$ cat src/snf_config.svh
/*
 * CHI-E subordinate node model configuration.
 * Node IDs, opcodes, flit field positions and memory geometry.
 */
`ifndef SNF_CONFIG_SVH
`define SNF_CONFIG_SVH

`define SNF_SN_ID                 7'h10
`define SNF_HN_ID                 7'h01

// request opcodes
`define SNF_OP_READNOSNP          7'h04
`define SNF_OP_WRITENOSNPPTL      7'h1C
`define SNF_OP_WRITENOSNPFULL     7'h1D

// data and response opcodes
`define SNF_OP_NONCOPYBACKWRDATA  4'h3
`define SNF_OP_COMPDATA           4'h4
`define SNF_OP_COMPDBIDRESP       5'h05
`define SNF_OP_READRECEIPT        5'h08
`define SNF_RESP_UC               3'b010

`define SNF_NODEID_W              7
`define SNF_TXNID_W               12
`define SNF_ADDR_W                48
`define SNF_BEAT_W                256
`define SNF_BE_W                  32
`define SNF_LINE_OFFSET           6
`define SNF_MEM_DEPTH             64

// request flit, cut to the fields read here
`define SNF_REQ_SRCID_RANGE       6:0
`define SNF_REQ_TXNID_RANGE       18:7
`define SNF_REQ_RETURNNID_RANGE   25:19
`define SNF_REQ_RETURNTXNID_RANGE 37:26
`define SNF_REQ_OPCODE_RANGE      44:38
`define SNF_REQ_ORDER_RANGE       46:45
`define SNF_REQ_ADDR_RANGE        94:47
`define SNF_REQ_FLIT_W            95

// data flit
`define SNF_DAT_TGTID_RANGE       6:0
`define SNF_DAT_SRCID_RANGE       13:7
`define SNF_DAT_TXNID_RANGE       25:14
`define SNF_DAT_HOMENID_RANGE     32:26
`define SNF_DAT_OPCODE_RANGE      36:33
`define SNF_DAT_RESP_RANGE        39:37
`define SNF_DAT_DBID_RANGE        51:40
`define SNF_DAT_DATAID_RANGE      53:52
`define SNF_DAT_BE_RANGE          85:54
`define SNF_DAT_DATA_RANGE        341:86
`define SNF_DAT_FLIT_W            342

// response flit
`define SNF_RSP_TGTID_RANGE       6:0
`define SNF_RSP_SRCID_RANGE       13:7
`define SNF_RSP_TXNID_RANGE       25:14
`define SNF_RSP_OPCODE_RANGE      30:26
`define SNF_RSP_FLIT_W            31

`endif

$ cat src/snf_pkg.sv
/*
 * Subordinate node types.
 * Memory line, data beat, line index and opcode types.
 */
`default_nettype none
`include "snf_config.svh"

package snf_pkg;

    typedef logic [`SNF_BEAT_W-1:0]             snf_beat_t;
    typedef logic [$clog2(`SNF_MEM_DEPTH)-1:0]  snf_line_idx_t;

    typedef logic [6:0]                         snf_req_op_t;
    typedef logic [3:0]                         snf_dat_op_t;
    typedef logic [4:0]                         snf_rsp_op_t;

    // one 64-byte line, beat 0 is the low half
    typedef union packed {
        logic [2*`SNF_BEAT_W-1:0] flat;
        snf_beat_t [1:0]          beat;
    } snf_line_u;

endpackage

`default_nettype wire

$ cat src/snf_dat_gen.sv
/*
 * CompData generator.
 * Sends the read line as two beats, DataID 00 then 10, state UC.
 */
`timescale 1ns/1ps
`default_nettype none
`include "snf_config.svh"

module snf_dat_gen import snf_pkg::*; (
    input  logic                        CLK,
    input  logic                        RST,
    input  logic                        rd_req,
    input  logic [`SNF_TXNID_W-1:0]     req_txnid,
    input  logic [`SNF_TXNID_W-1:0]     req_return_txnid,
    input  logic [`SNF_NODEID_W-1:0]    req_return_nid,
    input  snf_line_u                   mem_rd_line,
    output logic                        TXDATFLITV,
    output logic [`SNF_DAT_FLIT_W-1:0]  TXDATFLIT
);
    logic                       send_beat0;
    logic                       send_beat1;
    logic [`SNF_DAT_FLIT_W-1:0] beat0_flit;
    logic [`SNF_DAT_FLIT_W-1:0] beat1_flit;

    always_ff @(posedge CLK or posedge RST) begin
        if (RST) begin
            send_beat0 <= 1'b0;
            send_beat1 <= 1'b0;
        end else begin
            send_beat0 <= rd_req;
            send_beat1 <= send_beat0;
        end
    end

    always_comb begin
        beat0_flit                         = '0;
        beat0_flit[`SNF_DAT_TGTID_RANGE]   = req_return_nid;
        beat0_flit[`SNF_DAT_SRCID_RANGE]   = `SNF_SN_ID;
        beat0_flit[`SNF_DAT_TXNID_RANGE]   = req_return_txnid;
        beat0_flit[`SNF_DAT_HOMENID_RANGE] = `SNF_HN_ID;
        beat0_flit[`SNF_DAT_OPCODE_RANGE]  = `SNF_OP_COMPDATA;
        beat0_flit[`SNF_DAT_RESP_RANGE]    = `SNF_RESP_UC;
        beat0_flit[`SNF_DAT_DBID_RANGE]    = req_txnid;
        beat0_flit[`SNF_DAT_DATAID_RANGE]  = 2'b00;
        beat0_flit[`SNF_DAT_BE_RANGE]      = {`SNF_BE_W{1'b1}};
        beat0_flit[`SNF_DAT_DATA_RANGE]    = mem_rd_line.beat[0];
    end

    // beat 1 reuses the header already on the channel
    always_comb begin
        beat1_flit                        = TXDATFLIT;
        beat1_flit[`SNF_DAT_DATAID_RANGE] = 2'b10;
        beat1_flit[`SNF_DAT_DATA_RANGE]   = mem_rd_line.beat[1];
    end

    always_ff @(posedge CLK or posedge RST) begin
        if (RST) begin
            TXDATFLITV <= 1'b0;
        end else begin
            TXDATFLITV <= send_beat0 || send_beat1;
        end
    end

    always_ff @(posedge CLK) begin
        if (send_beat0) begin
            TXDATFLIT <= beat0_flit;
        end else if (send_beat1) begin
            TXDATFLIT <= beat1_flit;
        end
    end

    a_beat1_follows: assert property (@(posedge CLK) disable iff (RST)
        (TXDATFLITV && TXDATFLIT[`SNF_DAT_DATAID_RANGE] == 2'b00) |=>
        (TXDATFLITV && TXDATFLIT[`SNF_DAT_DATAID_RANGE] == 2'b10));

endmodule

`default_nettype wire

$ cat config.mk
export PLATFORM = sky130hd
export DESIGN_NAME = snf_dat_gen
export DESIGN_NICKNAME = d
export VERILOG_FILES = /design/src/snf_pkg.sv /design/src/snf_dat_gen.sv
export VERILOG_INCLUDE_DIRS = /design/src
export SDC_FILE = /design/constraint.sdc
export NUM_CORES = 1
export LEC_CHECK = 0
export BUFFER_PORTS_ARGS = -buffer_cell sky130_fd_sc_hd__buf_2
export CORE_AREA = 2 2 349 351
export CTS_CLUSTER_DIAMETER = 40
export CTS_CLUSTER_SIZE = 10
export DETAILED_ROUTE_END_ITERATION = 12
export DIE_AREA = 0 0 351 353
export PLACE_DENSITY = 0.37
export SLEW_MARGIN = 15
export SYNTH_ARGS = -nofsm -noshare
export SYNTH_HDL_FRONTEND = slang
export SYNTH_SLANG_ARGS = --single-unit
$ cat constraint.sdc
create_clock -name CLK -period 11.45 [get_ports CLK]
set_input_delay 1.145 -clock CLK [delete_from_list [all_inputs] [get_ports CLK]]
set_output_delay 1.145 -clock CLK [all_outputs]
set_load 0.01 [all_outputs]
# After elaboration in Yosys (flattened, before gate mapping)
# Cells that the tools add are included.
totals:
  inputBits: 546
  elab_cells: 10
  out_inout_bits: 343
  ff_bits: 291
op_classes:
  n_mux: 2
  reduce_logical: 2
ops:
  columns: ["cell", "n"]
  rows:
  - ["two-way mux 342 bit", 2]
  - ["nonzero test 2 bit", 1]
  - ["logical OR 1 bit", 1]

# Depth between registers and ports, before layout
depth:
  word_depth: 2
  ltp_mapped: 5
  depth_no_buf: 2

# Worst setup path after synthesis
# Ideal clock, no wire load.
synth_timing:
  kind: "flip-flop to flip-flop"
  from: "register send_beat0"
  to: "register TXDATFLITV"
  path_buffers: 2
  t_arrival_ns: 7.134
  slack_ns: 3.584
  setup_ns: 0.731
  stages_incl_launch_ff: 4
  t_required_ns: 10.719
  synth_period_minus_slack_ns: 7.866
  cell_sequence: "dfrtp_1 > buf_2 > buf_2 > or2_1"
synth_via:
  elab_chain_len: 1
synth_lines:
  columns: ["element", "line", "rtl"]
  rows:
  - ["from (decl)", "snf_dat_gen.sv:20", "logic send_beat0;"]
  - ["from (signal assigned)", "snf_dat_gen.sv:30", "send_beat0 <= rd_req;"]
  - ["logical OR 1 bit", "snf_dat_gen.sv:60", "TXDATFLITV <= send_beat0 || send_beat1;"]
  - ["to (signal assigned)", "snf_dat_gen.sv:60", null]
  - ["to (decl)", "snf_dat_gen.sv:17", "output logic TXDATFLITV,"]
# No other way between the ends.
# A chain may end at the register's enable or synchronous reset.

# Worst setup path in the final report
layout_timing:
  from: "register send_beat0"
  to: "register TXDATFLIT[238] (enable)"
layout_via:
  elab_chain_len: 1
layout_lines:
  columns: ["element", "line", "rtl"]
  rows:
  - ["nonzero test 2 bit (no line)", null, null]
  - ["to (signal assigned)", "snf_dat_gen.sv:66", "TXDATFLIT <= beat0_flit;"]
  - ["to (signal assigned)", "snf_dat_gen.sv:68", "TXDATFLIT <= beat1_flit;"]
  - ["to (decl)", "snf_dat_gen.sv:18", "output logic [`SNF_DAT_FLIT_W-1:0] TXDATFLIT"]
# No other way between the ends.

==> metrics.yaml <==
outcome: "complete, no violations"
globalRouteMet2Util: 0.157
setup_violations: 0
clk_path_buf_depth: 3
startpoint: "send_beat0"
dieArea_um2: 124000
dr.pass1.iters: 5
ir_drop_v: 0.0000992
ys_ff_latch: 291
hpwl_um: 52100
slew_violations: 0
max_stage_delay_ps: 720
cts_hold_buffers: 0
cts.sinks: 291
ys_types: 16
final_util: 0.166
coreArea_um2: 121000
cts_buffers: 71
yosysWarnings: 0
gp_congestion: 0.794
cp_slowest_cell: "buf_4"
track_usage: 0.101
htreeDepth: 3
grt_remaining_overflow: 0
p_switching_uw: 932
slew-limit-headroom: 0.309
insertion_delay_ps: 630
min_path_type: "in -> async"
pwr_density_cell_nw_per_um2: 186
yosys.area.top_type_share: 0.718
cts-root-buf: "clkbuf_16"
synth_top_cell_by_area: "edfxtp_1"
crit_type: "reg -> reg"
busiest_layer: "met2"
comb_power_share: 0.109
seq_power_share: 0.352
drcViolationCount: 0
power_frac_clock: 0.538
ctsResizeCount: 0
multi_input_area_um2: 2670
grtUsageMet3: 0.0483
crit_arrival_ps: 3300
cts_tree: "yes"
final_nets: 2103
grtUsageMet1: 0.123
drt-total-wl_um: 65700
cp_cell_sequence: "or2_4 -> buf_4 -> buf_4"
yosysSeqAreaShare: 0.726
layout-drive-gt1-share: 0.591
clkTransAtPathRegs_ps: 40
fmax_mhz: 326
avgSynthCellArea_um2: 17.1
portBuffers: 834
antenna_found_initial: 44
holdWs_ps: 417
worstSetupStartpointType: "flop"
num_io_pins: 889
cp_common_cell: "buf_4"
synth.area.top_cells: "edfxtp_1, a22o_1, buf_4, and2_1, buf_2"
p_sw_frac: 0.249
num_rows: 128
worst_pin_slew_ps: 1040
grt_pass1_wl_um: 85200
via_per_inst: 3.13
regArea_um2: 8720
layout_min_cycle_time_ps: 3070
drtIter0Drc: 634
required_ps: 11680
fin_total_pwr_mw: 3.74
grt_pass1_vias: 10173
vias: 10133
dieHeight_um: 353
fillers: 13460
path_max_fanout: 56
cp-end-kind: "flop"
period_share: 0.268
power_leakage_nw: 8.88
timing.rr.start: "send_beat0"
area_delta_synth_final_pct: 67.3
grt_max_degree: 124
post_cts_buffers: 0
initial_core_util: 0.0995
cap_violations: 0
die_x_um: 351
netlist_area_um2: 12000
antenna_left: 0
p_int_mw: 2.81
synthCells: 701
wl_per_cell_um: 20.3
setup-tns-final_ps: 0
rsz0062_at_grt: "false"
hold_viol: 0
finClkSkew_ps: 15.5
[state kept, by name, indices dropped and copies added (netlist names)]
| name | count |
|---|---|
| TXDATFLITV | 1 |
| send_beat0 | 1 |
| send_beat1 | 1 |
| TXDATFLIT | 288 |
[metal layers]
metal	vias to the layer above	part of all wire
li1	4522	-
met1	4835	0.41
met2	630	0.45
met3	136	0.12
met4	10	0.025
met5	-	0.0010
[kinds of logic (layout without fill, tap and decap cells)]
logic type,after synthesis,in the layout,share of synthesized area
AOI/OAI and AO/OA,256,256,0.187
other,2,57,0.000626
DFF,291,291,0.726
and+or+nand+nor,37,37,0.0187
buffers and inverters,115,975,0.0680
[power groups by stage]
stage	combinational (mW)	clock, mW	sequential, mW
3_3_place_gp	0.420	0	1.34
4_1_cts	0.419	2.08	1.32
6_report	0.409	2.01	1.32
5_1_grt	0.447	2.13	1.33
3_5_place_dp	0.419	0	1.33
2_1_floorplan	0.129	0	1.39
[metrics by stage]
stage          setup slack, ps  instances  cell area, um2
6_report                  8380       3241           20100
5_1_grt                   8150       3238           20100
4_1_cts                   8270       3238           20100
3_5_place_dp              8280       3109           17700
3_3_place_gp              8310       3109           17700
2_1_floorplan             3580        753           12200
[cell type report]
type	instances	area share
sequential	291	0.434
timing repair buffer	845	0.213
multi-input combinational	347	0.133
tap	1625	0.101
clock buffer	86	0.0950
clock inverter	43	0.0229
antenna	3	0.000374
inverter	1	0.000187
[critical path: cells and delay by family (launching register included)]
family	cells	cell delay [ps]
and+or+nand+nor	1	500
buffers and inverters	2	1390
DFF	1	610
[path summary, 6_finish.rpt]
| check | cells past startpoint | slack [ps] | end |
|---|---|---|---|
| worst max-delay path | 3 | 8380 | TXDATFLIT[238] |
| worst min-delay path | 2 | 420 | send_beat0 |
| worst max register to register | 3 | 8380 | TXDATFLIT[238] |
| worst min register to register | 2 | 470 | TXDATFLIT[53] |
| max in group asynchronous | 2 | 10840 | send_beat0 |
| min in group CLK | 2 | 470 | TXDATFLIT[53] |
[synth_stat cells, drive strengths merged]
cell    number
edfxtp     287
a22o       255
buf        113
and2        31
dfrtp        3
conb         2
nand2        2
nor2         2
clkbuf       1
dfxtp        1
inv          1
nor2b        1
o21ai        1
or2          1
[layout by cell type (no fill, tap or decap), drive strengths merged, types with 3 or more instances in the layout]
cell type	n
a22o	255
and2	31
buf	845
bufinv	7
clkbuf	86
clkinv	24
clkinvlp	8
conb	54
dfrtp	3
diode	3
edfxtp	287
inv	5
No activity file was read; power rests on OpenSTA's default activity.
