===== config.mk =====
export PLATFORM = sky130hd
export DESIGN_NAME = snf_rx_decode
export DESIGN_NICKNAME = d
export VERILOG_FILES = /design/src/snf_pkg.sv /design/src/snf_rx_decode.sv
export VERILOG_INCLUDE_DIRS = /design/src
export SDC_FILE = /design/constraint.sdc
export NUM_CORES = 1
export LEC_CHECK = 0
export BUFFER_PORTS_ARGS = -buffer_cell sky130_fd_sc_hd__buf_2
export CAP_MARGIN = 20
export CELL_PAD_IN_SITES_DETAIL_PLACEMENT = 2
export CELL_PAD_IN_SITES_GLOBAL_PLACEMENT = 2
export CORE_AREA = 2 2 385 387
export DETAILED_ROUTE_END_ITERATION = 12
export DIE_AREA = 0 0 387 389
export PLACE_DENSITY = 0.46
export RECOVER_POWER = 100
export SETUP_SLACK_MARGIN = 0.5
export SLEW_MARGIN = 20
export SYNTH_ARGS = -nofsm -noshare
export SYNTH_HDL_FRONTEND = slang
export SYNTH_SLANG_ARGS = --single-unit

===== constraint.sdc =====
create_clock -name CLK -period 1.5 [get_ports CLK]
set_clock_uncertainty 0.05 [all_clocks]
set_input_delay 0.075 -clock CLK [delete_from_list [all_inputs] [get_ports CLK]]
set_output_delay 0.075 -clock CLK [all_outputs]
set_load 0.02 [all_outputs]

===== src/snf_config.svh =====
/*
 * CHI-E subordinate node model configuration.
 * Node IDs, opcodes, flit field positions and memory geometry.
 */
`ifndef SNF_CONFIG_SVH
`define SNF_CONFIG_SVH

`define SNF_SN_ID                 7'h10
`define SNF_HN_ID                 7'h01

// request opcodes
`define SNF_OP_READNOSNP          7'h04
`define SNF_OP_WRITENOSNPPTL      7'h1C
`define SNF_OP_WRITENOSNPFULL     7'h1D

// data and response opcodes
`define SNF_OP_NONCOPYBACKWRDATA  4'h3
`define SNF_OP_COMPDATA           4'h4
`define SNF_OP_COMPDBIDRESP       5'h05
`define SNF_OP_READRECEIPT        5'h08
`define SNF_RESP_UC               3'b010

`define SNF_NODEID_W              7
`define SNF_TXNID_W               12
`define SNF_ADDR_W                48
`define SNF_BEAT_W                256
`define SNF_BE_W                  32
`define SNF_LINE_OFFSET           6
`define SNF_MEM_DEPTH             64

// request flit, cut to the fields read here
`define SNF_REQ_SRCID_RANGE       6:0
`define SNF_REQ_TXNID_RANGE       18:7
`define SNF_REQ_RETURNNID_RANGE   25:19
`define SNF_REQ_RETURNTXNID_RANGE 37:26
`define SNF_REQ_OPCODE_RANGE      44:38
`define SNF_REQ_ORDER_RANGE       46:45
`define SNF_REQ_ADDR_RANGE        94:47
`define SNF_REQ_FLIT_W            95

// data flit
`define SNF_DAT_TGTID_RANGE       6:0
`define SNF_DAT_SRCID_RANGE       13:7
`define SNF_DAT_TXNID_RANGE       25:14
`define SNF_DAT_HOMENID_RANGE     32:26
`define SNF_DAT_OPCODE_RANGE      36:33
`define SNF_DAT_RESP_RANGE        39:37
`define SNF_DAT_DBID_RANGE        51:40
`define SNF_DAT_DATAID_RANGE      53:52
`define SNF_DAT_BE_RANGE          85:54
`define SNF_DAT_DATA_RANGE        341:86
`define SNF_DAT_FLIT_W            342

// response flit
`define SNF_RSP_TGTID_RANGE       6:0
`define SNF_RSP_SRCID_RANGE       13:7
`define SNF_RSP_TXNID_RANGE       25:14
`define SNF_RSP_OPCODE_RANGE      30:26
`define SNF_RSP_FLIT_W            31

`endif


===== src/snf_pkg.sv =====
/*
 * Subordinate node types.
 * Memory line, data beat, line index and opcode types.
 */
`default_nettype none
`include "snf_config.svh"

package snf_pkg;

    typedef logic [`SNF_BEAT_W-1:0]             snf_beat_t;
    typedef logic [$clog2(`SNF_MEM_DEPTH)-1:0]  snf_line_idx_t;

    typedef logic [6:0]                         snf_req_op_t;
    typedef logic [3:0]                         snf_dat_op_t;
    typedef logic [4:0]                         snf_rsp_op_t;

    // one 64-byte line, beat 0 is the low half
    typedef union packed {
        logic [2*`SNF_BEAT_W-1:0] flat;
        snf_beat_t [1:0]          beat;
    } snf_line_u;

endpackage

`default_nettype wire


===== src/snf_rx_decode.sv =====
/*
 * Request and write data decoder.
 * Matches opcodes, captures request fields, gathers write beats
 * and drives the line memory port.
 */
`timescale 1ns/1ps
`default_nettype none
`include "snf_config.svh"

module snf_rx_decode import snf_pkg::*; (
    input  logic                        CLK,
    input  logic                        RST,
    input  logic                        RXREQFLITV,
    input  logic [`SNF_REQ_FLIT_W-1:0]  RXREQFLIT,
    input  logic                        RXDATFLITV,
    input  logic [`SNF_DAT_FLIT_W-1:0]  RXDATFLIT,
    output logic                        rd_req,
    output logic                        wr_req,
    output logic [`SNF_NODEID_W-1:0]    req_srcid,
    output logic [`SNF_TXNID_W-1:0]     req_txnid,
    output logic [`SNF_NODEID_W-1:0]    req_return_nid,
    output logic [`SNF_TXNID_W-1:0]     req_return_txnid,
    output logic [1:0]                  req_order,
    output snf_line_idx_t               mem_idx,
    output logic                        mem_rd_en,
    output logic                        mem_wr_en,
    output snf_line_u                   mem_wr_line
);
    localparam int IDX_W = $bits(snf_line_idx_t);

    snf_req_op_t            req_op;
    snf_dat_op_t            dat_op;
    logic [1:0]             dat_id;
    logic [`SNF_ADDR_W-1:0] req_addr;
    snf_line_idx_t          req_idx;
    snf_line_idx_t          wr_idx_q;
    logic                   wr_data;
    logic                   wr_beat0;
    logic                   wr_beat1;

    assign req_op   = RXREQFLIT[`SNF_REQ_OPCODE_RANGE];
    assign req_addr = RXREQFLIT[`SNF_REQ_ADDR_RANGE];
    assign req_idx  = req_addr[`SNF_LINE_OFFSET +: IDX_W];
    assign dat_op   = RXDATFLIT[`SNF_DAT_OPCODE_RANGE];
    assign dat_id   = RXDATFLIT[`SNF_DAT_DATAID_RANGE];

    assign rd_req = RXREQFLITV && (req_op == `SNF_OP_READNOSNP);
    assign wr_req = RXREQFLITV && (req_op == `SNF_OP_WRITENOSNPFULL ||
                                   req_op == `SNF_OP_WRITENOSNPPTL);

    assign wr_data  = RXDATFLITV && (dat_op == `SNF_OP_NONCOPYBACKWRDATA);
    assign wr_beat0 = wr_data && (dat_id == 2'b00);
    assign wr_beat1 = wr_data && (dat_id == 2'b10);

    // fields held for the response and data generators
    always_ff @(posedge CLK) begin
        if (RXREQFLITV) begin
            req_srcid        <= RXREQFLIT[`SNF_REQ_SRCID_RANGE];
            req_txnid        <= RXREQFLIT[`SNF_REQ_TXNID_RANGE];
            req_return_nid   <= RXREQFLIT[`SNF_REQ_RETURNNID_RANGE];
            req_return_txnid <= RXREQFLIT[`SNF_REQ_RETURNTXNID_RANGE];
            req_order        <= RXREQFLIT[`SNF_REQ_ORDER_RANGE];
        end
    end

    always_ff @(posedge CLK) begin
        if (wr_req) begin
            wr_idx_q <= req_idx;
        end
        if (wr_beat0) begin
            mem_wr_line.beat[0] <= RXDATFLIT[`SNF_DAT_DATA_RANGE];
        end
        if (wr_beat1) begin
            mem_wr_line.beat[1] <= RXDATFLIT[`SNF_DAT_DATA_RANGE];
        end
    end

    // second beat with no bytes enabled cancels the write
    always_ff @(posedge CLK or posedge RST) begin
        if (RST) begin
            mem_wr_en <= 1'b0;
        end else begin
            mem_wr_en <= wr_beat1 && (|RXDATFLIT[`SNF_DAT_BE_RANGE]);
        end
    end

    // pending write owns the port
    assign mem_idx   = mem_wr_en ? wr_idx_q : req_idx;
    assign mem_rd_en = rd_req && !mem_wr_en;

    a_dataid_legal: assert property (@(posedge CLK) disable iff (RST)
        RXDATFLITV |-> (dat_id == 2'b00 || dat_id == 2'b10));

    a_no_req_during_write: assert property (@(posedge CLK) disable iff (RST)
        mem_wr_en |-> !RXREQFLITV);

endmodule

`default_nettype wire


* Word-level counts from Yosys, hierarchy flattened
Cells that the tools add are included. W data, S select, Z words.
Cells by class: equal/unequal tests 5, muxes and demuxes 1, reductions and logical operators 11
Operator list (count):
- $reduce_or A32 Y1 | 1
- $eq A7 B5 Y1 const B | 2
- $eq A7 B3 Y1 const B | 1
- $logic_and A1 B1 Y1 | 7
- $mux W6 | 1
- $eq A4 B2 Y1 const B | 1
- $eq A2 B2 Y1 const B | 1
- $logic_not A2 Y1 | 1
- $logic_not A1 Y1 | 1
- $logic_or A1 B1 Y1 | 1
Storage, ports and cells: flip-flop bits (word level) 559, bits of input ports 441, output and inout bits 562, logic and storage cells 26

* Depth between registers and ports, before layout
word-level depth 4, mapped depth 3

* Worst setup path after synthesis
Ideal clock, no wire load.
path type input port to flip-flop, start point in RXDATFLIT[36], end point reg mem_wr_line[256] in the netlist's numbering, enable pin, library setup time 0.648 ns, arrival time 6.321 ns, required time 0.802 ns, slack -5.520 ns, stages on the path 3, cell sequence nor4b_2 -> and3_1 -> and2_1
Between the ends: cells in the longest elaborated chain, start to end 3
Ends and longest elaborated chain:
- from (decl) | RTL line snf_rx_decode.sv:16 | input logic [`SNF_DAT_FLIT_W-1:0] RXDATFLIT,
- $eq A4 B2 Y1 (no line)
- $logic_and A1 B1 Y1 | RTL line snf_rx_decode.sv:51 | assign wr_data = RXDATFLITV && (dat_op == `SNF_OP_NONCOPYBACKWRDATA);
- $logic_and A1 B1 Y1 | RTL line snf_rx_decode.sv:53 | assign wr_beat1 = wr_data && (dat_id == 2'b10);
- net wr_beat1 | RTL line snf_rx_decode.sv:39 | logic wr_beat1;
- to (decl) | RTL line snf_rx_decode.sv:27 | output snf_line_u mem_wr_line
The timed path passes the listed nets, and every way through them passes these cells. A chain may end at the register's enable or synchronous reset.

* Worst setup path in the final report
start point reg mem_wr_en, end point out mem_idx[5]
Between the ends: cells in the longest elaborated chain, start to end 1
Ends and longest elaborated chain:
- from (decl) | RTL line snf_rx_decode.sv:26 | output logic mem_wr_en,
- from (signal assigned) | RTL line snf_rx_decode.sv:83 | mem_wr_en <= wr_beat1 && (|RXDATFLIT[`SNF_DAT_BE_RANGE]);
- $mux W6 | RTL line snf_rx_decode.sv:88 | assign mem_idx = mem_wr_en ? wr_idx_q : req_idx;
- to (decl) | RTL line snf_rx_decode.sv:24 | output snf_line_idx_t mem_idx,
Every way passes these cells.

==> reports/qor.yml <==
chipWidth_um: 387
ff_latch_area_um2: 16780
switching_power_of_the_nets_mw: 8.187
ioPinCount: 1003
design_internal_power_mw: 28.53
globalplace.congestion: 0.8812
report.final.setup_viol: 11
rows: 141
critical_path_required_ps: 1370
grt_pass1_vias: 13660
vdd.ir_drop.worst_v: 0.0009850
cts_tree: "yes"
worst_hold_path_type: "input pin to flip-flop"
grt_pass1_wl_um: 116900
cp_max_fo: 8
routed-via-count: 12110
drv_slew: 0
placement.io_buffers: 912
min_period_over_period: 1.228
htree_num_levels: 3
antenna_left: 0
period_minus_slack_ps: 1841
core-area_um2: 146600
first_pass_iters: 4
cts_sinks: 559
power.static_leakage_nw: 11.09
synth_cell_types: 18
post_dp_cell_area_um2: 24710
cts_root_buf: "sky130_fd_sc_hd__clkbuf_16"
timing_hold_violations_final: 3
slew_headroom: 0.4592
run_status: "complete, but fails checks"
setup.worst_path.end_class: "primary output"
path_class: "flip-flop to primary output"
cts_buffers: 70
power.sequential.fraction: 0.477
place.detailed.instances: 3489
globalRouteTotalUtil: 0.1129
post_synth_most_frequent_cells: "sky130_fd_sc_hd__edfxtp_1, sky130_fd_sc_hd__mux2_2, sky130_fd_sc_hd__nor4_1, sky130_fd_sc_hd__nor4_2"
num-nets-final: 2405
max_slew.worst_pin.slew_ps: 811.1
rsz0062_at_grt: "yes"
initial_cell_density_of_the_core: 0.1162
dp_hpwl_um: 69360
worst_hold_slack_ps: -108.6
power.density_cell_area_nw_per_um2: 1208
synth_largest_area_cell: "sky130_fd_sc_hd__edfxtp_1"
chipHeight_um: 389
postLayoutSetupSlackWorst_ps: -341.4
relative_area_change_from_synthesis_to_final_layout_pct: 78.53
maxCapViolations: 0
max_freq_mhz: 543.1
syn-mean-instance-area_um2: 28.91
ys.warnings.count: 0
number_of_antenna_violations_at_the_first_check_in_global_routing: 21
clock_pin_slew_of_the_registers_on_the_worst_case_setup_and_hold_paths_ps: 60
violated_checks: "negative hold slack, negative setup slack"
drive_above_1_share: 0.4024
start_kind: "flip-flop"
postLayoutCellArea_um2: 30400
synthMostInstantiatedCell: "sky130_fd_sc_hd__edfxtp_1"
filler_cell_count: 16150
share_of_async_settable_or_async_resettable_flops_after_synthesis: 0.001789
floorplan.die_area_um2: 150500
ys_ff_latch: 559
cts_max_path_buffers: 3
postSynthNetCount: 1030
grt_remaining_overflow: 0
synth-seq-area-share: 0.9854
synthesis.instances: 589
relative_contribution_of_the_clock_network_to_total_power: 0.468
routed_wirelength_um: 92620
total_area_of_multi_input_combinational_cells_um2: 275.3
ys_top_cells_by_area: "sky130_fd_sc_hd__edfxtp_1, sky130_fd_sc_hd__mux2_2, sky130_fd_sc_hd__nor4_2, sky130_fd_sc_hd__dfrtp_1, sky130_fd_sc_hd__nor4_1"
detailedRoute.firstIterationViolations: 482
detailed_route_wire_length_per_cell_um: 23.44
cp.arrival_ps: 1720
power_switching_share: 0.2230
synth_top_area_frac: 0.9839
synth-main-ff-cell: "sky130_fd_sc_hd__edfxtp_1"
remaining_drc_errors: 0
design_power_total_mw: 36.72
comb_power_share: 0.056
syn_area_um2: 17030
synth-edff-count: 558
grt_start_max_net_pins: 31
finish.cell_count_without_fillers: 3952
routed_via_count_divided_by_cell_count: 3.064
[routing by layer]
metal	track usage	wire length [µm]	vias to the layer above
met3	0.04513	8400	136
met1	0.1239	35220	6094
li1	-	-	5209
met2	0.1939	45710	659
met5	0	79	-
met4	0.04506	3209	12
[metrics by stage]
stage | hold slack, ps | TNS, ps | setup WS (ps) | util
2_1_floorplan | -246.3 | -732300 | -1547 | -
3_3_place_gp | -117.0 | -175150 | -412.2 | 0.1685
3_5_place_dp | -117.5 | -175940 | -407.8 | 0.1685
4_1_cts | -257.6 | -5441 | -431.3 | 0.2211
5_1_grt | -131.0 | -8732 | -419.5 | 0.2074
6_report | -108.6 | -2423 | -341.4 | 0.2074
[flip-flops by register name, summed over array words and instances, names as in the netlist]
register	flops
req_srcid	7
wr_idx_q	6
req_return_txnid	12
req_txnid	12
mem_wr_line	512
req_return_nid	7
req_order	2
mem_wr_en	1
[critical path, stage by stage, from the launching register on]
cell and delay, ps:
sky130_fd_sc_hd__dfrtp_2 550, sky130_fd_sc_hd__mux2_4 380, sky130_fd_sc_hd__buf_6 140
[power groups by stage]
stage	logic, mW	clock network, mW	registers [mW]
4_1_cts	2.25	17.8	17.5
6_report	2.04	17.2	17.5
3_5_place_dp	1.38	0	17.8
3_3_place_gp	1.35	0	17.8
5_1_grt	2.17	18.3	17.5
2_1_floorplan	0.0625	0	18.0
[cell usage in the layout, fill, tap and decap left out, types with 2 or more instances in the layout]
cell type,count
sky130_fd_sc_hd__clkbuf_8,3
sky130_fd_sc_hd__edfxtp_1,558
sky130_fd_sc_hd__buf_8,7
sky130_fd_sc_hd__nand4_1,2
sky130_fd_sc_hd__mux2_4,6
sky130_fd_sc_hd__bufinv_16,7
sky130_fd_sc_hd__inv_16,2
sky130_fd_sc_hd__dlygate4sd3_1,310
sky130_fd_sc_hd__nor2_1,2
sky130_fd_sc_hd__nor4_2,4
sky130_fd_sc_hd__buf_2,112
sky130_fd_sc_hd__clkinv_1,13
sky130_fd_sc_hd__nand2_1,2
sky130_fd_sc_hd__buf_4,41
sky130_fd_sc_hd__clkinvlp_4,5
sky130_fd_sc_hd__clkinv_4,2
sky130_fd_sc_hd__diode_2,4
sky130_fd_sc_hd__buf_12,8
sky130_fd_sc_hd__buf_6,71
sky130_fd_sc_hd__clkbuf_2,427
sky130_fd_sc_hd__clkbuf_16,75
sky130_fd_sc_hd__nor4_1,4
sky130_fd_sc_hd__clkbuf_4,20
sky130_fd_sc_hd__clkinv_2,14
sky130_fd_sc_hd__clkbuf_1,308
[cell families after synthesis]
group                  after synthesis  synth area share
AOI/OAI and AO/OA                    1         0.0005878
buffers and inverters                2         0.0005138
DFF                                559            0.9854
muxes                                6          0.003967
and+or+nand+nor                     21          0.009552
[path summary, 6_finish.rpt]
check / startpoint / endpoint / slack (ps) / cells after the start
min in group asynchronous: RST / mem_wr_en / 370 / 4
max in group asynchronous: RST / mem_wr_en / 920 / 4
worst min-delay path: RXDATFLIT[68] / mem_wr_en / -110 / 4
worst max-delay path: mem_wr_en / mem_idx[5] / -340 / 2
[final cells by class]
class	count	share of cell area
Inverter	1	0.0001235
Sequential cell	559	0.5520
Timing Repair Buffer	1304	0.2826
Clock buffer	81	0.06107
Antenna cell	4	0.0003292
Tap cell	1930	0.07942
Multi-Input combinational cell	28	0.009053
Clock inverter	45	0.01547
[timing repair]
action / CTS / global route
setup endpoints to repair: 1064 / 1075
pin swaps: 1 / 6
gates resized for setup: 732 / 402
hold buffers: 308 / 3
endpoints found under the hold margin: 609 / 31
cloned: 0 / 13
buffers inserted: 1 / 8
(Power assumes the default switching activity.)
