<file path="config.mk">
export PLATFORM = sky130hd
export DESIGN_NAME = snf_rsp_gen
export DESIGN_NICKNAME = d
export VERILOG_FILES = /design/src/snf_pkg.sv /design/src/snf_rsp_gen.sv
export VERILOG_INCLUDE_DIRS = /design/src
export SDC_FILE = /design/constraint.sdc
export NUM_CORES = 1
export LEC_CHECK = 0
export CORE_MARGIN = 1
export CORE_UTILIZATION = 40
export CTS_BUF_LIST = sky130_fd_sc_hd__clkbuf_4
export DETAILED_ROUTE_END_ITERATION = 8
export DONT_BUFFER_PORTS = 1
export GPL_ROUTABILITY_DRIVEN = 0
export GPL_TIMING_DRIVEN = 0
export PLACE_DENSITY = 0.52
export SYNTH_ARGS = -nofsm -noshare
export SYNTH_HDL_FRONTEND = slang
export SYNTH_SLANG_ARGS = --single-unit
</file>
<file path="constraint.sdc">
create_clock -name CLK -period 3.9 [get_ports CLK]
set_clock_uncertainty 0.15 [all_clocks]
set_input_delay 0.585 -clock CLK [delete_from_list [all_inputs] [get_ports CLK]]
set_output_delay 0.585 -clock CLK [all_outputs]
set_load 0.01 [all_outputs]
</file>
<file path="src/snf_config.svh">
/*
 * CHI-E subordinate node model configuration.
 * Node IDs, opcodes, flit field positions and memory geometry.
 */
`ifndef SNF_CONFIG_SVH
`define SNF_CONFIG_SVH

`define SNF_SN_ID                 7'h10
`define SNF_HN_ID                 7'h01

// request opcodes
`define SNF_OP_READNOSNP          7'h04
`define SNF_OP_WRITENOSNPPTL      7'h1C
`define SNF_OP_WRITENOSNPFULL     7'h1D

// data and response opcodes
`define SNF_OP_NONCOPYBACKWRDATA  4'h3
`define SNF_OP_COMPDATA           4'h4
`define SNF_OP_COMPDBIDRESP       5'h05
`define SNF_OP_READRECEIPT        5'h08
`define SNF_RESP_UC               3'b010

`define SNF_NODEID_W              7
`define SNF_TXNID_W               12
`define SNF_ADDR_W                48
`define SNF_BEAT_W                256
`define SNF_BE_W                  32
`define SNF_LINE_OFFSET           6
`define SNF_MEM_DEPTH             64

// request flit, cut to the fields read here
`define SNF_REQ_SRCID_RANGE       6:0
`define SNF_REQ_TXNID_RANGE       18:7
`define SNF_REQ_RETURNNID_RANGE   25:19
`define SNF_REQ_RETURNTXNID_RANGE 37:26
`define SNF_REQ_OPCODE_RANGE      44:38
`define SNF_REQ_ORDER_RANGE       46:45
`define SNF_REQ_ADDR_RANGE        94:47
`define SNF_REQ_FLIT_W            95

// data flit
`define SNF_DAT_TGTID_RANGE       6:0
`define SNF_DAT_SRCID_RANGE       13:7
`define SNF_DAT_TXNID_RANGE       25:14
`define SNF_DAT_HOMENID_RANGE     32:26
`define SNF_DAT_OPCODE_RANGE      36:33
`define SNF_DAT_RESP_RANGE        39:37
`define SNF_DAT_DBID_RANGE        51:40
`define SNF_DAT_DATAID_RANGE      53:52
`define SNF_DAT_BE_RANGE          85:54
`define SNF_DAT_DATA_RANGE        341:86
`define SNF_DAT_FLIT_W            342

// response flit
`define SNF_RSP_TGTID_RANGE       6:0
`define SNF_RSP_SRCID_RANGE       13:7
`define SNF_RSP_TXNID_RANGE       25:14
`define SNF_RSP_OPCODE_RANGE      30:26
`define SNF_RSP_FLIT_W            31

`endif

</file>
<file path="src/snf_pkg.sv">
/*
 * Subordinate node types.
 * Memory line, data beat, line index and opcode types.
 */
`default_nettype none
`include "snf_config.svh"

package snf_pkg;

    typedef logic [`SNF_BEAT_W-1:0]             snf_beat_t;
    typedef logic [$clog2(`SNF_MEM_DEPTH)-1:0]  snf_line_idx_t;

    typedef logic [6:0]                         snf_req_op_t;
    typedef logic [3:0]                         snf_dat_op_t;
    typedef logic [4:0]                         snf_rsp_op_t;

    // one 64-byte line, beat 0 is the low half
    typedef union packed {
        logic [2*`SNF_BEAT_W-1:0] flat;
        snf_beat_t [1:0]          beat;
    } snf_line_u;

endpackage

`default_nettype wire

</file>
<file path="src/snf_rsp_gen.sv">
/*
 * Response flit generator.
 * CompDBIDResp for writes, ReadReceipt for ordered reads.
 */
`timescale 1ns/1ps
`default_nettype none
`include "snf_config.svh"

module snf_rsp_gen import snf_pkg::*; (
    input  logic                        CLK,
    input  logic                        RST,
    input  logic                        rd_req,
    input  logic                        wr_req,
    input  logic [`SNF_NODEID_W-1:0]    req_srcid,
    input  logic [`SNF_TXNID_W-1:0]     req_txnid,
    input  logic [1:0]                  req_order,
    output logic                        TXRSPFLITV,
    output logic [`SNF_RSP_FLIT_W-1:0]  TXRSPFLIT
);
    logic                       rd_q;
    logic                       wr_q;
    logic                       send_rsp;
    snf_rsp_op_t                rsp_op;
    logic [`SNF_RSP_FLIT_W-1:0] rsp_flit;

    always_ff @(posedge CLK or posedge RST) begin
        if (RST) begin
            rd_q <= 1'b0;
            wr_q <= 1'b0;
        end else begin
            rd_q <= rd_req;
            wr_q <= wr_req;
        end
    end

    // receipt only when the read asked for ordering
    assign send_rsp = wr_q || (rd_q && req_order == 2'b01);
    assign rsp_op   = wr_q ? `SNF_OP_COMPDBIDRESP : `SNF_OP_READRECEIPT;

    always_comb begin
        rsp_flit                        = '0;
        rsp_flit[`SNF_RSP_TGTID_RANGE]  = req_srcid;
        rsp_flit[`SNF_RSP_SRCID_RANGE]  = `SNF_SN_ID;
        rsp_flit[`SNF_RSP_TXNID_RANGE]  = req_txnid;
        rsp_flit[`SNF_RSP_OPCODE_RANGE] = rsp_op;
    end

    always_ff @(posedge CLK or posedge RST) begin
        if (RST) begin
            TXRSPFLITV <= 1'b0;
        end else begin
            TXRSPFLITV <= send_rsp;
        end
    end

    always_ff @(posedge CLK) begin
        if (send_rsp) begin
            TXRSPFLIT <= rsp_flit;
        end
    end

endmodule

`default_nettype wire

</file>
## After elaboration in Yosys (flattened, before gate mapping)

Index checks and enable logic that the tools add are counted.

| cells by class | value |
|---|---|
| mux-type cells | 1 |
| equality and inequality tests | 1 |
| reductions and logical operators | 2 |

Operators with widths:

| kind | count |
|---|---|
| $mux 4 | 1 |
| $eq 2x1->1 const B | 1 |
| $logic_and 1x1->1 | 1 |
| $logic_or 1x1->1 | 1 |

| word-level totals | value |
|---|---|
| register bits after elaboration | 27 |
| logic and storage cells | 8 |
| input bits | 25 |

## Longest topological paths before layout

Gate-level depths: netlist of the first run.

| logic depth | value |
|---|---|
| word-level depth | 3 |
| gate-level depth with buffers | 2 |
| gate-level depth less buffers | 2 |

## Least setup slack after synthesis of the first run

Ideal clock, no wire load.

| timing path | value |
|---|---|
| path kind | input -> register |
| start | input req_order[0] |
| end | register TXRSPFLIT[0], enable pin |
| arrival time | 1,244 ps |
| path slack | 2,122 ps |
| setup time | 384 ps |
| stages | 2 |
| path buffers | 0 |
| cell sequence | nand2_1 o21ai_2 |

| between the ends | value |
|---|---|
| cells in the longest elaborated chain, start to end | 3 |

Ends and longest elaborated chain:

| what | line | source |
|---|---|---|
| start, declared | snf_rsp_gen.sv:16 | `input logic [1:0] req_order,` |
| $eq 2x1->1 | snf_rsp_gen.sv:37 | `assign send_rsp = wr_q \|\| (rd_q && req_order == 2'b01);` |
| $logic_and 1x1->1 | snf_rsp_gen.sv:37 |  |
| $logic_or 1x1->1 | snf_rsp_gen.sv:37 |  |
| named net send_rsp | snf_rsp_gen.sv:22 | `logic send_rsp;` |
| end signal, assigned | snf_rsp_gen.sv:58 | `TXRSPFLIT <= rsp_flit;` |
| end, declared | snf_rsp_gen.sv:18 | `` output logic [`SNF_RSP_FLIT_W-1:0] TXRSPFLIT `` |

The timed path passes the listed nets, and every way through them passes these cells.
A chain may end at the register's enable or synchronous reset.

## Worst setup path in the final report of the first run

| timing path | value |
|---|---|
| start | register rd_q |
| end | register TXRSPFLIT[17], enable pin |

| between the ends | value |
|---|---|
| cells in the longest elaborated chain, start to end | 2 |

Ends and longest elaborated chain:

| what | line | source |
|---|---|---|
| start, declared | snf_rsp_gen.sv:20 | `logic rd_q;` |
| start signal, assigned | snf_rsp_gen.sv:31 | `rd_q <= rd_req;` |
| $logic_and 1x1->1 | snf_rsp_gen.sv:37 |  |
| $logic_or 1x1->1 | snf_rsp_gen.sv:37 |  |
| named net send_rsp | snf_rsp_gen.sv:22 |  |

The timed path passes the listed nets, and every way through them passes these cells.

==> results.sh, run 1 <==
export IMPL_overflow=0
export IMPL_outcome="complete, no violations"
export IMPL_synth_compound_area_share_pct=1.08
export IMPL_cts_tree="built"
export IMPL_drcViolationCount=0
export IMPL_drt_initial_drc_count=1
export IMPL_area_growth_pct=11.6
export IMPL_fin_crit_ns=1.69
export IMPL_arrival_ns=1.46
export IMPL_yosys_warnings=0
export IMPL_max_cap_viol_count=0
export IMPL_grt_usage_pct=8.01
export IMPL_die_w_um=47.0
export IMPL_finalSetupViolations=0
export IMPL_clock_root_buffer="clkbuf_4"
export IMPL_port_buffers=0
export IMPL_critPathLaunchType="flop"
export IMPL_synthXorXnorAreaFrac_pct=0
export IMPL_vias=305
export IMPL_timing_fmax_ghz=0.591
export IMPL_nets=78
export IMPL_initial_core_util_pct=44.9
export IMPL_syn_mean_instance_area_um2=20.2
export IMPL_clkLatencyLatePin_ns=0.30
export IMPL_antenna_found_initial=0
export IMPL_hold_viol=0
export IMPL_synth_top_family_by_area="buffers and inverters"
export IMPL_path_max_fanout=22
export IMPL_syn_area_um2=808
export IMPL_drive_above_1_share_pct=26.9
export IMPL_ant_nets=0
export IMPL_max_slew_margin_rel_pct=33.3
export IMPL_clk_pin_slew_ns=0.12
export IMPL_yosys_area_share_simple_pct=0.464
export IMPL_power_density_nw_per_um2=480
export IMPL_vdd_drop_max_v=0.000189
export IMPL_row_count=15
export IMPL_cts_buffers_inserted=3
export IMPL_die_h_um=47.0
export IMPL_finalSetupTns_ns=0
export IMPL_num_io_pins=57
export IMPL_maxSlewViolCount=0
export IMPL_cp_end_kind="flop"
export IMPL_grt_max_degree=23
export IMPL_hold_ws_ns=0.148
export IMPL_cp_required_ns=3.67
export IMPL_drt_total_wl_um=989
export IMPL_clock_sinks=24
export IMPL_synthMuxAreaShare_pct=0
export IMPL_grt_pass1_wl_um=1130
export IMPL_synth_seq_area_share_pct=87.3
export IMPL_ys_ff_latch=24
export IMPL_hp_class="input port to flop"
export IMPL_die_area_um2=2200
export IMPL_max_slew_worst_pin_slew_ns=1.00
export IMPL_fin_crit_sh_pct=43.4
export IMPL_rsz0062_at_grt="false"
export IMPL_viasPerCell=3.96
export IMPL_critical_path_class="flop to flop"
export IMPL_diodes=0
export IMPL_ys_types=7
export IMPL_clock_path_buffers=2
export IMPL_h_tree_depth=1
export IMPL_cts_resized=0
export IMPL_grt_pass1_vias=251
export IMPL_leakagePower_nw=0.359
export IMPL_syn_instance_count=40
export IMPL_core_um2=1800
export IMPL_first_pass_iters=2
export IMPL_synth_adder_area_share_pct=0
export IMPL_wl_per_cell_um=12.8
==> per-stage QoR <==
stage	util (%)	setup WS (ns)	area (um2)	power [W]	std cells
2_1_floorplan	-	2.12	835	0.000335	47
3_3_place_gp	48.1	2.00	866	0.000338	72
3_5_place_dp	48.1	1.95	866	0.000339	72
4_1_cts	50.1	2.21	902	0.000439	77
5_1_grt	50.1	2.06	902	0.000452	77
6_report	50.1	2.21	902	0.000433	77
==> layout make-up <==
type                    instances  area [um2]
fillers                       170         900
flip-flops and latches         24         706
plain buffers                  10        75.1
multi-input cells              11        46.3
well taps                      25        31.3
clock buffers                   3        22.5
repair buffers                  1        10.0
inverters                       2        7.51
clock inverters                 1        3.75
==> worst paths after layout <==
| kind | start | endpoint | slack, ns | depth (start not counted) |
|---|---|---|---|---|
| hold / removal | rd_req | rd_q | 0.15 | 0 |
| min in group asynchronous | RST | TXRSPFLITV | 0.43 | 2 |
| max in group asynchronous | RST | wr_q | 3.04 | 2 |
| setup / recovery | rd_q | TXRSPFLIT[17] | 2.21 | 2 |
| hold reg to reg | wr_q | TXRSPFLIT[28] | 0.31 | 0 |
| setup reg to reg | rd_q | TXRSPFLIT[17] | 2.21 | 2 |
==> cell families (layout without fill, tap and decap cells) <==
logic type      Yosys count  after routing
other cells               2              9
buf+inv                  12             17
flops                    24             24
simple gates              1              1
compound gates            1              1
==> layer usage <==
layer | global-route usage [%] | up-vias | share of wire [%]
met5 | 0 | - | 0
li1 | - | 143 | -
met1 | 5.99 | 132 | 34
met3 | 5.77 | 0 | 12
met2 | 14.2 | 30 | 53
met4 | 5.14 | 0 | 0
==> critical path, stage by stage, from the launching register on <==
cell and delay, ns:
dfrtp_1 0.34, nand2_1 0.06, o21ai_2 0.77
==> synth_stat cells <==
master    instances  area [um2]
edfxtp_1         21         631
nand2_1           1        3.75
inv_1             2        7.51
buf_4            10        75.1
dfrtp_1           3        75.1
o21ai_2           1        8.76
conb_1            2        7.51
==> flip-flops by register name, indices dropped and copies added (netlist names) <==
signal,count
rd_q,1
wr_q,1
TXRSPFLITV,1
TXRSPFLIT,21
==> cell usage in the layout (no fill, tap or decap), drive strengths merged <==
cell,synthesis,layout
nand2,1,1
clkinv,0,1
clkbuf,0,3
o21ai,1,1
dlygate4sd3,0,1
inv,2,2
conb,2,9
buf,10,10
dfrtp,3,3
edfxtp,21,21
==> report_power, final <==
| group | leakage [nW] | switching (W) | internal, W | total, W |
|---|---|---|---|---|
| Combinational | 0.101 | 0.0000121 | 0.00000818 | 0.0000203 |
| Clock | 0.0154 | 0.0000625 | 0.0000372 | 0.0000997 |
| Sequential | 0.242 | 0.0000135 | 0.000300 | 0.000313 |
| Total | 0.359 | 0.0000880 | 0.000345 | 0.000433 |
==> timing repair <==
item	4_1_cts	5_1_grt
hold endpoints to repair	3	0
buffers inserted	0	0
hold buffers	1	0
Power figures use the tool's default switching activity.
==> run 2: changes to the inputs <==
==> constraint.sdc (replaced) <==
create_clock -name CLK -period 1.7 [get_ports CLK]
set_clock_uncertainty 0.15 [all_clocks]
set_input_delay 0.255 -clock CLK [delete_from_list [all_inputs] [get_ports CLK]]
set_output_delay 0.255 -clock CLK [all_outputs]
set_load 0.01 [all_outputs]
==> results.sh, run 2 (synthesized netlist as in run 1, its figures left out) <==
export IMPL_overflow=0
export IMPL_fin_crit_sh_pct=86.2
export IMPL_finalSetupTns_ns=0
export IMPL_first_pass_iters=2
export IMPL_viasPerCell=4.01
export IMPL_grt_pass1_vias=351
export IMPL_drt_total_wl_um=1240
export IMPL_r2r_start="rd_q"
export IMPL_largest_register="TXRSPFLIT"
export IMPL_cts_tree="built"
export IMPL_max_cap_viol_count=0
export IMPL_drcViolationCount=0
export IMPL_rsz0062_at_grt="false"
export IMPL_path_max_fanout=22
export IMPL_hp_class="input port to flop"
export IMPL_diodes=0
export IMPL_critPathLaunchType="flop"
export IMPL_cp_slowest_cell="o21ai_4"
export IMPL_timing_fmax_ghz=0.683
export IMPL_outcome="complete, no violations"
export IMPL_drive_above_1_share_pct=19.2
export IMPL_maxSlewViolCount=0
export IMPL_die_w_um=47.0
export IMPL_hold_viol=0
export IMPL_min_path_cells=1
export IMPL_wl_per_cell_um=12.7
export IMPL_clock_sinks=24
export IMPL_die_area_um2=2200
export IMPL_clkLatencyLatePin_ns=0.30
export IMPL_clock_path_buffers=2
export IMPL_port_buffers=0
export IMPL_max_slew_margin_rel_pct=57.8
export IMPL_layout_commonest_cell="dlygate4sd3_1"
export IMPL_leakagePower_nw=0.447
export IMPL_power_density_nw_per_um2=924
export IMPL_slowest_delay_ns=0.52
export IMPL_cp_required_ns=1.49
export IMPL_antenna_found_initial=0
export IMPL_die_h_um=47.0
export IMPL_grt_max_degree=23
export IMPL_drt_initial_drc_count=1
export IMPL_grt_util_met1_pct=7.09
export IMPL_fin_crit_ns=1.46
export IMPL_use_met3_pct=4.23
export IMPL_cts_buffers_inserted=3
export IMPL_r2r_cells=2
export IMPL_postCtsSetupRepairBufs=0
export IMPL_hp_start="req_order[1]"
export IMPL_largest_register_ffs=21
export IMPL_grt_usage_pct=10.0
export IMPL_path_cells="nand2_1 > o21ai_4"
export IMPL_clock_root_buffer="clkbuf_4"
export IMPL_grt_busiest_layer="met2"
export IMPL_critical_path_class="flop to flop"
export IMPL_clk_pin_slew_ns=0.12
export IMPL_core_um2=1800
export IMPL_cp_end_kind="flop"
export IMPL_vdd_drop_max_v=0.000479
export IMPL_r2r_end="TXRSPFLIT[14]"
export IMPL_mostFrequentLayoutCells="dlygate4sd3_1, edfxtp_1, buf_4"
export IMPL_initial_core_util_pct=44.9
export IMPL_hold_end="TXRSPFLITV"
export IMPL_vias=393
export IMPL_max_slew_worst_pin_slew_ns=0.630
export IMPL_area_growth_pct=38.5
export IMPL_arrival_ns=1.25
export IMPL_grt_pass1_wl_um=1410
export IMPL_r2r_slack_ns=0.24
export IMPL_finalSetupViolations=0
export IMPL_use_met2_pct=20.6
export IMPL_power_total_w=0.00103
export IMPL_ant_nets=0
export IMPL_nets=99
export IMPL_h_tree_depth=1
export IMPL_row_count=15
export IMPL_fill_cells=157
export IMPL_num_io_pins=57
==> run 2: area by class of cell <==
cell class,instances,area (um2),area share (%)
Tap cell,25,31.3,2.79
Clock inverter,1,3.75,0.335
Sequential cell,24,706,63.0
Inverter,2,7.51,0.670
Multi-Input combinational cell,11,53.8,4.80
Buffer,10,75.1,6.70
Timing Repair Buffer,22,220,19.7
Clock buffer,3,22.5,2.01
==> run 2: timing repair <==
action / CTS / global route
setup endpoints to repair: 0 / 21
hold buffers: 22 / 0
resized for setup: 0 / 1
hold endpoints to repair: 24 / 0
==> run 2: how the worst max path moves through the flow <==
stage | from | endpoint | slack [ns] | cells after the start
after floorplan | rd_q | TXRSPFLIT[0] | 0.19 | 2
after global placement | rd_q | TXRSPFLIT[17] | 0.07 | 2
final | rd_q | TXRSPFLIT[14] | 0.24 | 2
after CTS | rd_q | TXRSPFLIT[14] | 0.006 | 2
after detailed placement | rd_q | TXRSPFLIT[17] | 0.02 | 2
after global routing | rd_q | TXRSPFLIT[1] | 0.15 | 2
==> run 2: report_power, final <==
part	switching (W)	internal [W]
clock	0.000144	0.0000854
combinational	0.0000353	0.0000515
sequential	0.0000315	0.000687
==> run 2: metal layers <==
metal  share of wire [%]  vias up  routed length (um)
met5                   0        -                   0
met4                   0        0                   0
met3                 8.0        0                  99
met2                  59       30                 732
met1                  33      177                 409
li1                    -      186                   -
==> run 2: worst max-delay path, delay by kind of cell (launching register included) <==
family | cells | cell delay (ns)
and+or+nand+nor | 1 | 0.09
AOI/OAI and AO/OA | 1 | 0.52
DFF | 1 | 0.34
==> run 2: metrics by stage <==
step	std cells	setup slack, ns	instance area (um2)	util (%)	hold WS [ns]
detailed placement	72	0.0249	866	48.1	-0.129
global route	98	0.150	1120	62.2	0.0731
global placement	72	0.0743	866	48.1	-0.139
CTS	98	0.00594	1110	61.7	0.0942
finish	98	0.235	1120	62.2	0.0629
floorplan	47	0.194	835	-	-0.141
